File: src/common/fphub_defines.svh
// Width, bias and SRT timing macros for the HUB divider, included by RTL and testbench
`ifndef FPHUB_DEFINES_SVH
`define FPHUB_DEFINES_SVH

// Stored mantissa field width
`define FPHUB_M 23

// Biased exponent field width
`define FPHUB_E 8

// Exponent bias of the single-precision layout
`define FPHUB_BIAS 127

// All-ones exponent, reserved for inf and NaN
`define FPHUB_EXP_MAX 255

// HUB significand {1, mantissa, 1}
`define FPHUB_SIG_W (`FPHUB_M + 2)

// Digits produced by the SRT loop
// Two more than the significand needs, the quotient is scaled back down
`define SRT_ITERS 27

// Accepted start to finish, normal operands
`define SRT_LATENCY (`SRT_ITERS + 2)

`endif

File: src/common/fphub_format_pkg.sv
// Types for the HUB floating-point word, its significand and operand classes, used by RTL and testbench
`include "fphub_defines.svh"

package fphub_format_pkg;

    // Full operand or result
    // Sign, biased exponent, stored mantissa
    typedef logic [`FPHUB_E+`FPHUB_M:0] fphub_word_t;

    // Significand with implicit leading one and implicit HUB one
    typedef logic [`FPHUB_SIG_W-1:0] fphub_sig_t;

    // Integer quotient floor(Sx * 2^24 / Sd)
    // Always in [2^23, 2^25)
    typedef logic [`FPHUB_SIG_W-1:0] fphub_quot_t;

    // Signed exponent with headroom
    // Catches both overflow above 254 and underflow below 1
    typedef logic signed [`FPHUB_E+2:0] fphub_exp_calc_t;

    // Operand class decoded from exponent and mantissa
    // No denormals in HUB, exponent 0 is always zero
    typedef enum logic [1:0] {
        class_normal,
        class_zero,
        class_inf,
        class_nan
    } fphub_class_e;

endpackage

File: src/common/srt_pkg.sv
// Types for the radix-2 SRT iteration control and quotient digits, used by the SRT blocks and testbench
`include "fphub_defines.svh"

package srt_pkg;

    // Operation sequence
    typedef enum logic [1:0] {
        st_idle,
        st_iterate,
        st_pack
    } srt_state_e;

    // Redundant quotient digit {-1, 0, +1}
    typedef enum logic [1:0] {
        digit_neg,
        digit_zero,
        digit_pos
    } srt_digit_e;

    // Partial remainder, two's complement
    // Sign, one integer bit, 26 fraction bits
    typedef logic signed [`FPHUB_SIG_W+2:0] srt_rem_t;

    // Iteration counter
    typedef logic [$clog2(`SRT_ITERS+1)-1:0] srt_count_t;

endpackage

File: src/source/fphub_special_cases.sv
// Operand classifier and special-result former of the HUB divider, instantiated by the top level
`timescale 1ns/1ps
`include "fphub_defines.svh"

module fphub_special_cases (
    input  fphub_format_pkg::fphub_word_t x,
    input  fphub_format_pkg::fphub_word_t d,
    output logic                         is_special,
    output fphub_format_pkg::fphub_word_t special_res
);

    fphub_format_pkg::fphub_class_e x_cls;
    fphub_format_pkg::fphub_class_e d_cls;
    logic                           res_sign;
    logic                           any_nan;

    // Decode one operand from its exponent and mantissa fields
    function automatic fphub_format_pkg::fphub_class_e classify(
        input fphub_format_pkg::fphub_word_t w
    );
        logic [`FPHUB_E-1:0] e;
        logic [`FPHUB_M-1:0] m;
        e = w[`FPHUB_E+`FPHUB_M-1:`FPHUB_M];
        m = w[`FPHUB_M-1:0];
        if (e == '0) begin
            return fphub_format_pkg::class_zero;
        end
        if (e == {`FPHUB_E{1'b1}}) begin
            // Zero mantissa is inf, anything else NaN
            return (m == '0) ? fphub_format_pkg::class_inf : fphub_format_pkg::class_nan;
        end
        return fphub_format_pkg::class_normal;
    endfunction

    assign x_cls    = classify(x);
    assign d_cls    = classify(d);
    assign res_sign = x[`FPHUB_E+`FPHUB_M] ^ d[`FPHUB_E+`FPHUB_M];

    // Only normal/normal goes through the SRT loop
    assign is_special = (x_cls != fphub_format_pkg::class_normal) ||
                        (d_cls != fphub_format_pkg::class_normal);

    // NaN in, 0/0 and inf/inf all collapse to the canonical NaN
    assign any_nan = (x_cls == fphub_format_pkg::class_nan) ||
                     (d_cls == fphub_format_pkg::class_nan) ||
                     (x_cls == fphub_format_pkg::class_zero &&
                      d_cls == fphub_format_pkg::class_zero) ||
                     (x_cls == fphub_format_pkg::class_inf &&
                      d_cls == fphub_format_pkg::class_inf);

    always_comb begin
        if (any_nan) begin
            special_res = {1'b0, {`FPHUB_E{1'b1}}, {`FPHUB_M{1'b1}}};
        end else if (x_cls == fphub_format_pkg::class_zero ||
                     d_cls == fphub_format_pkg::class_inf) begin
            // 0/finite or finite/inf, signed zero
            special_res = {res_sign, {`FPHUB_E{1'b0}}, {`FPHUB_M{1'b0}}};
        end else if (x_cls == fphub_format_pkg::class_inf ||
                     d_cls == fphub_format_pkg::class_zero) begin
            // inf/finite or finite/0, signed inf
            special_res = {res_sign, {`FPHUB_E{1'b1}}, {`FPHUB_M{1'b0}}};
        end else begin
            // Unused, is_special is low
            special_res = '0;
        end
    end

endmodule

File: src/srt_divider/srt_control.sv
// Operation FSM and iteration counter of the SRT divider, instantiated by the HUB divider top level
`timescale 1ns/1ps
`include "fphub_defines.svh"

module srt_control (
    input  logic clk,
    input  logic rst_l,
    input  logic start,
    input  logic is_special,
    output logic load_normal,
    output logic load_special,
    output logic iterate,
    output logic pack,
    output logic busy
);

    srt_pkg::srt_state_e state;
    srt_pkg::srt_state_e state_nxt;
    srt_pkg::srt_count_t count;
    logic                accept;
    // Result still being registered downstream
    logic                drain_q;

    // Start only counts when nothing is in flight
    assign accept       = start && !busy;
    assign load_special = accept && is_special;
    assign load_normal  = accept && !is_special;

    assign iterate = (state == srt_pkg::st_iterate);
    assign pack    = (state == srt_pkg::st_pack);
    // Stays high until the edge that raises finish
    assign busy    = (state != srt_pkg::st_idle) || drain_q;

    always_comb begin
        state_nxt = state;
        case (state)
            srt_pkg::st_idle: begin
                // Specials finish without leaving idle
                if (load_normal) begin
                    state_nxt = srt_pkg::st_iterate;
                end
            end
            srt_pkg::st_iterate: begin
                if (count == srt_pkg::srt_count_t'(`SRT_ITERS - 1)) begin
                    state_nxt = srt_pkg::st_pack;
                end
            end
            srt_pkg::st_pack: state_nxt = srt_pkg::st_idle;
            default:          state_nxt = srt_pkg::st_idle;
        endcase
    end

    always_ff @(posedge clk or negedge rst_l) begin
        if (!rst_l) begin
            state   <= srt_pkg::st_idle;
            count   <= '0;
            drain_q <= 1'b0;
        end else begin
            state   <= state_nxt;
            drain_q <= pack | load_special;
            // One count per digit
            if (load_normal) begin
                count <= '0;
            end else if (iterate) begin
                count <= count + 1'b1;
            end
        end
    end

endmodule

File: src/srt_divider/srt_datapath.sv
// Radix-2 SRT remainder recurrence and quotient digit store, instantiated by the HUB divider top level
`timescale 1ns/1ps
`include "fphub_defines.svh"

module srt_datapath (
    input  logic                         clk,
    input  logic                         rst_l,
    input  logic                         load_normal,
    input  logic                         iterate,
    input  fphub_format_pkg::fphub_word_t x,
    input  fphub_format_pkg::fphub_word_t d,
    output fphub_format_pkg::fphub_quot_t quotient
);

    // One half in the remainder format, 26 fraction bits
    localparam srt_pkg::srt_rem_t HALF = srt_pkg::srt_rem_t'(1) <<< `FPHUB_SIG_W;

    // HUB significands {1, mantissa, 1}
    fphub_format_pkg::fphub_sig_t sx;
    fphub_format_pkg::fphub_sig_t sd;

    // Remainder and divisor, same fixed-point format
    srt_pkg::srt_rem_t rem_q;
    srt_pkg::srt_rem_t div_q;
    srt_pkg::srt_rem_t rem_two;
    srt_pkg::srt_rem_t rem_nxt;

    srt_pkg::srt_digit_e digit;

    // Digit store, first digit ends up in the MSB
    logic [`SRT_ITERS-1:0] pos_q;
    logic [`SRT_ITERS-1:0] neg_q;
    logic [`SRT_ITERS-1:0] q_full;

    assign sx = {1'b1, x[`FPHUB_M-1:0], 1'b1};
    assign sd = {1'b1, d[`FPHUB_M-1:0], 1'b1};

    assign rem_two = rem_q <<< 1;

    // Digit selection on 2w against +-1/2
    always_comb begin
        if (rem_two >= HALF) begin
            digit = srt_pkg::digit_pos;
        end else if (rem_two < -HALF) begin
            digit = srt_pkg::digit_neg;
        end else begin
            digit = srt_pkg::digit_zero;
        end
    end

    // w' = 2w - q*d
    always_comb begin
        case (digit)
            srt_pkg::digit_pos: rem_nxt = rem_two - div_q;
            srt_pkg::digit_neg: rem_nxt = rem_two + div_q;
            default:            rem_nxt = rem_two;
        endcase
    end

    // Divisor Sd / 2^25 is held as 2*Sd at 26 fraction bits
    always_ff @(posedge clk) begin
        if (load_normal) begin
            div_q <= {2'b00, sd, 1'b0};
        end
    end

    always_ff @(posedge clk or negedge rst_l) begin
        if (!rst_l) begin
            rem_q <= '0;
            pos_q <= '0;
            neg_q <= '0;
        end else if (load_normal) begin
            // w0 = x/2, so Sx lands one bit lower than the divisor
            rem_q <= {3'b000, sx};
            pos_q <= '0;
            neg_q <= '0;
        end else if (iterate) begin
            rem_q <= rem_nxt;
            pos_q <= {pos_q[`SRT_ITERS-2:0], digit == srt_pkg::digit_pos};
            neg_q <= {neg_q[`SRT_ITERS-2:0], digit == srt_pkg::digit_neg};
        end
    end

    // Non-redundant form, one less when the last remainder is negative
    // Gives floor(Sx * 2^(SRT_ITERS-1) / Sd)
    assign q_full = pos_q - neg_q
                  - {{(`SRT_ITERS-1){1'b0}}, rem_q[`FPHUB_SIG_W+2]};

    // Drop the extra digits to reach Q = floor(Sx * 2^24 / Sd)
    assign quotient = q_full[`SRT_ITERS-1:`SRT_ITERS-`FPHUB_SIG_W];

endmodule

File: src/source/fphub_result_pack.sv
// Result sign, exponent, normalization and range check of the HUB divider, instantiated by the top level
`timescale 1ns/1ps
`include "fphub_defines.svh"

module fphub_result_pack (
    input  logic                         clk,
    input  logic                         rst_l,
    input  logic                         load_normal,
    input  logic                         load_special,
    input  logic                         pack,
    input  fphub_format_pkg::fphub_word_t x,
    input  fphub_format_pkg::fphub_word_t d,
    input  fphub_format_pkg::fphub_word_t special_res,
    input  fphub_format_pkg::fphub_quot_t quotient,
    output fphub_format_pkg::fphub_word_t res,
    output logic                         finish
);

    // Latched at start
    logic                              sign_q;
    fphub_format_pkg::fphub_exp_calc_t exp_q;

    // Normalized candidate
    fphub_format_pkg::fphub_exp_calc_t exp_adj;
    logic [`FPHUB_M-1:0]               mant;
    fphub_format_pkg::fphub_word_t     norm_word;

    // Word waiting one cycle before it is presented
    fphub_format_pkg::fphub_word_t     stage_q;
    logic                              pend_q;

    always_ff @(posedge clk) begin
        if (load_normal) begin
            sign_q <= x[`FPHUB_E+`FPHUB_M] ^ d[`FPHUB_E+`FPHUB_M];
            exp_q  <= fphub_format_pkg::fphub_exp_calc_t'({3'b000, x[`FPHUB_E+`FPHUB_M-1:`FPHUB_M]})
                    - fphub_format_pkg::fphub_exp_calc_t'({3'b000, d[`FPHUB_E+`FPHUB_M-1:`FPHUB_M]})
                    + fphub_format_pkg::fphub_exp_calc_t'(`FPHUB_BIAS);
        end
    end

    // One-position normalization
    // Q >= 2^24 keeps the exponent, otherwise shift left and lose one
    always_comb begin
        if (quotient[`FPHUB_SIG_W-1]) begin
            mant    = quotient[`FPHUB_M:1];
            exp_adj = exp_q;
        end else begin
            mant    = quotient[`FPHUB_M-1:0];
            exp_adj = exp_q - fphub_format_pkg::fphub_exp_calc_t'(1);
        end

        // Range check, truncation is already the HUB rounding
        if (exp_adj > fphub_format_pkg::fphub_exp_calc_t'(`FPHUB_EXP_MAX - 1)) begin
            norm_word = {sign_q, {`FPHUB_E{1'b1}}, {`FPHUB_M{1'b0}}};
        end else if (exp_adj < fphub_format_pkg::fphub_exp_calc_t'(1)) begin
            norm_word = {sign_q, {`FPHUB_E{1'b0}}, {`FPHUB_M{1'b0}}};
        end else begin
            norm_word = {sign_q, exp_adj[`FPHUB_E-1:0], mant};
        end
    end

    // Capture on the strobe edge, special_res is only valid then
    always_ff @(posedge clk) begin
        if (load_special) begin
            stage_q <= special_res;
        end else if (pack) begin
            stage_q <= norm_word;
        end
    end

    always_ff @(posedge clk or negedge rst_l) begin
        if (!rst_l) begin
            pend_q <= 1'b0;
            finish <= 1'b0;
            res    <= '0;
        end else begin
            pend_q <= load_special | pack;
            // Single-cycle finish, res holds until the next one
            finish <= pend_q;
            if (pend_q) begin
                res <= stage_q;
            end
        end
    end

endmodule

File: src/source/fphub_divider.sv
// Top level of the HUB floating-point SRT divider, instantiated by the testbench as the DUT
`timescale 1ns/1ps

module fphub_divider (
    input  logic                         clk,
    input  logic                         rst_l,
    input  logic                         start,
    input  fphub_format_pkg::fphub_word_t x,
    input  fphub_format_pkg::fphub_word_t d,
    output fphub_format_pkg::fphub_word_t res,
    output logic                         finish,
    output logic                         busy
);

    // Classification to control and packing
    logic                          is_special;
    fphub_format_pkg::fphub_word_t special_res;

    // Control strobes
    logic load_normal;
    logic load_special;
    logic iterate;
    logic pack;

    // Corrected SRT quotient
    fphub_format_pkg::fphub_quot_t quotient;

    fphub_special_cases u_special (
        .x          (x),
        .d          (d),
        .is_special (is_special),
        .special_res(special_res)
    );

    srt_control u_control (
        .clk         (clk),
        .rst_l       (rst_l),
        .start       (start),
        .is_special  (is_special),
        .load_normal (load_normal),
        .load_special(load_special),
        .iterate     (iterate),
        .pack        (pack),
        .busy        (busy)
    );

    srt_datapath u_datapath (
        .clk        (clk),
        .rst_l      (rst_l),
        .load_normal(load_normal),
        .iterate    (iterate),
        .x          (x),
        .d          (d),
        .quotient   (quotient)
    );

    fphub_result_pack u_pack (
        .clk         (clk),
        .rst_l       (rst_l),
        .load_normal (load_normal),
        .load_special(load_special),
        .pack        (pack),
        .x           (x),
        .d           (d),
        .special_res (special_res),
        .quotient    (quotient),
        .res         (res),
        .finish      (finish)
    );

endmodule

File: config.mk
export PLATFORM = sky130hd
export DESIGN_NAME = fphub_divider
export DESIGN_NICKNAME = d
export VERILOG_FILES = /design/src/common/fphub_format_pkg.sv /design/src/common/srt_pkg.sv /design/src/source/fphub_special_cases.sv /design/src/srt_divider/srt_control.sv /design/src/srt_divider/srt_datapath.sv /design/src/source/fphub_result_pack.sv /design/src/source/fphub_divider.sv
export VERILOG_INCLUDE_DIRS = /design/src /design/src/common
export SDC_FILE = /design/constraint.sdc
export NUM_CORES = 1
export LEC_CHECK = 0
export BUFFER_PORTS_ARGS = -buffer_cell sky130_fd_sc_hd__buf_2
export CELL_PAD_IN_SITES_DETAIL_PLACEMENT = 0
export CELL_PAD_IN_SITES_GLOBAL_PLACEMENT = 1
export CORE_MARGIN = 2
export CORE_UTILIZATION = 45
export DETAILED_ROUTE_END_ITERATION = 10
export PLACE_DENSITY = 0.86
export SLEW_MARGIN = 10
export SYNTH_ARGS = -nofsm -noshare
export SYNTH_HDL_FRONTEND = slang
export SYNTH_SLANG_ARGS = --single-unit
File: constraint.sdc
create_clock -name clk -period 4.4 [get_ports clk]
set_clock_uncertainty 0.1 [all_clocks]
set_input_delay 0.22 -clock clk [delete_from_list [all_inputs] [get_ports clk]]
set_output_delay 0.22 -clock clk [all_outputs]
set_load 0.05 [all_outputs]
==> qor.yml <==
outcome:
  status: "completed"
die:
  core-area_mm2: 0.0267
  initial_utilization_pct: 45.4
  die_y_um: 168
  die_w_um: 168
  die-area_mm2: 0.0282
  row_count: 60
  ios: 101
place:
  finalWeightedCongestion: 0.904
  port_buffers: 100
  hpwl_um: 20200
  dpl.cell_count: 1709
  place_ws_ns: 0.0116
layout:
  nets: 1591
  drive_gt1_share_pct: 16.1
  stdcell_count: 1790
  antenna_cells: 0
  synthToLayoutAreaGrowth_pct: 17.6
  fillers: 2356
synthesis:
  syn_inst: 1296
  synth_top_area_cell: "dfrtp_1"
  ys_seq_area_share_pct: 42.0
  synth_area_leaders: "dfrtp_1 25%, edfxtp_1 17%, ha_1 8.8%"
  synth_area_mm2: 0.0121
  synth.net_count: 1451
  yosys_warnings: 0
  ys_top_cells_by_count: "131 x nand2_1, 123 x dfrtp_1, 107 x inv_1"
  synthFlopType: "dfrtp_1"
  synth_most_common_cell: "nand2_1"
  async_reset_ff_share_pct: 64.7
  synth_edf_count: 67
  yosysTopAreaCellShare_pct: 25.4
  synth.distinct_cells: 74
  avgSynthCellArea_um2: 9.34
  ys_ff_latch: 190
routing:
  drtAntennaViolNets: 0
  routedWlPerCell_um: 15.8
  vias: 9945
  drtIter0Drc: 618
  drc: 0
  drt_first_pass_iters: 5
  drt-total-wl_um: 28300
  viasPerCell: 5.56
critical_path:
  start_kind: "flop"
  cp-end-kind: "flop"
  worst_ep_arrival_time_ns: 4.41
  cpPeakStageDelay_ns: 0.66
  r2r-start: "u_datapath.neg_q[13]$_DFFE_PN0P_"
  rr_worst_depth: 15
  worstSetupPathType: "reg -> reg"
  cp.required_ns: 4.56
  crit_chain: "ha_1, inv_1, ha_1, a21oi_2, o221ai_2, a211oi_4, buf_4, and2_1, nand3_2, buf_4, a211oi_1, a2bb2oi_1, nand2b_1, or4_4, o41ai_2"
  worst-r2r-setup-slack_ns: 0.15
  slowest_stage: "or4_4"
  cp_max_fo: 23
  reg2reg_to: "u_pack.stage_q[17]$_DFFE_PP_"
sta:
  finalCriticalPeriod_ns: 4.25
  hold_viol: 0
  min_period_over_period_pct: 96.5
  layout_setup_ws_ns: 0.153
  rsz0062_at_grt: "yes"
  slew_headroom_pct: 32.4
  finalSetupViolCount: 0
  worstMarginPinSlew_ns: 1.01
  fmax_ghz: 0.235
  maxSlewViolCount: 0
grt:
  grtUsageTotal_pct: 20.3
  antenna_found_initial: 0
  grt_max_degree: 104
  grt_overflow: 0
  grt_pass1_wl_um: 47500
  grt_pass1_vias: 9739
hold_path:
  hold_end: "u_pack.sign_q$_DFFE_PP_"
  hp-start: "x[31]"
  hold_path.class: "in -> reg"
  holdPathStages: 2
clock_tree:
  root_buffer: "clkbuf_16"
  numCtsBuffers: 17
  insertion_delay_ns: 0.44
  clock_path_buffers: 2
  cts_tree: "yes"
  cts_sinks: 190
  ctsHtreeMaxLevel: 4
  clk_pin_slew_worst_paths_ns: 0.09
flow_run:
  cap_viol_max_count: 0
logic make-up (layout without fill, tap and decap cells):
family                     after synthesis  in the layout  share of synthesized area [%]
xor gates and xnor gates                81             81                           5.92
buffers and inverters                  167            320                           5.27
adders and majority gates               88             88                           9.28
and+or+nand+nor                        377            377                           14.9
AOI/OAI and AO/OA                      345            345                           18.3
muxes                                   48             48                           4.32
DFF                                    190            190                           42.0
flip-flops by register name, indices dropped and copies added, names as in the netlist:
signal / cells
u_pack.exp_q: 11
u_pack.sign_q: 1
u_datapath.neg_q: 27
u_control.count: 5
u_pack.pend_q: 1
u_datapath.pos_q: 27
u_pack.finish: 1
u_pack.stage_q: 32
u_datapath.rem_q: 28
u_control.state: 2
u_datapath.div_q: 23
u_pack.res: 32
per-layer routing:
metal / up-vias / track usage, % / share of wire, %
met5: - / 0 / 0
met4: 0 / 5.60 / 1.9
met3: 35 / 2.82 / 4.0
met2: 238 / 35.1 / 48
met1: 4714 / 26.9 / 46
li1: 4958 / - / -
critical path: cells and delay by family, from the launching register on:
family	cells	cell delay (ns)
buf+inv	3	0.41
fa+ha+maj	2	0.64
flops	1	0.41
compound gates	6	1.38
simple gates	4	1.13
timing repair:
action,CTS,global route
pin swaps,0,3
hold endpoints to repair,111,0
hold buffers,46,0
buffers inserted,0,3
gates resized for setup,2,12
setup endpoints to repair,1,30
how the worst max path moves through the flow:
stage | startpoint | endpoint | slack, ns | depth (start not counted)
finish | u_datapath.neg_q[13]$_DFFE_PN0P_ | u_pack.stage_q[17]$_DFFE_PP_ | 0.15 | 15
global route | u_datapath.neg_q[0]$_DFFE_PN0P_ | u_pack.stage_q[17]$_DFFE_PP_ | -0.04 | 14
CTS | u_datapath.neg_q[0]$_DFFE_PN0P_ | u_pack.stage_q[17]$_DFFE_PP_ | 0.02 | 13
detailed placement | u_datapath.neg_q[23]$_DFFE_PN0P_ | u_pack.stage_q[13]$_DFFE_PP_ | 0.01 | 13
global placement | u_datapath.neg_q[23]$_DFFE_PN0P_ | u_pack.stage_q[6]$_DFFE_PP_ | 0.12 | 13
floorplan | u_datapath.neg_q[15]$_DFFE_PN0P_ | u_pack.stage_q[17]$_DFFE_PP_ | 0.42 | 14
area by class of cell:
cell class / instances / area, um^2 / area share [%]
Clock buffer: 18 / 450 / 3.16
Sequential cell: 190 / 5090 / 35.8
Timing Repair Buffer: 180 / 1220 / 8.56
Inverter: 108 / 405 / 2.85
Tap cell: 341 / 427 / 3.00
Clock inverter: 14 / 198 / 1.39
Multi-Input combinational cell: 939 / 6450 / 45.3
stage by stage:
step	utilization, %	hold slack, ns	TNS, ns	area [um^2]
after floorplan	-	-0.176	0	12100
after global placement	49.0	0.285	0	13100
after detailed placement	49.0	0.293	0	13100
after CTS	53.2	0.00442	0	14200
after global routing	53.4	0.0266	-0.0439	14200
final	53.4	0.0177	0	14200
layout by cell type, fill, tap and decap left out, types with 19 or more instances in the layout:
master,instances
buf_4,35
mux2_2,34
dlygate4sd3_1,46
edfxtp_1,67
o21ai_1,24
a31oi_1,19
xor2_1,24
nor3_1,36
nand2_1,130
o22ai_1,32
nor2_1,87
o21ai_0,87
dfrtp_1,123
buf_2,99
a21oi_1,61
ha_1,84
xnor2_1,56
inv_1,107
Power is not shown: default switching activity piles up to over one toggle a cycle in this logic, so the estimate is an artifact.
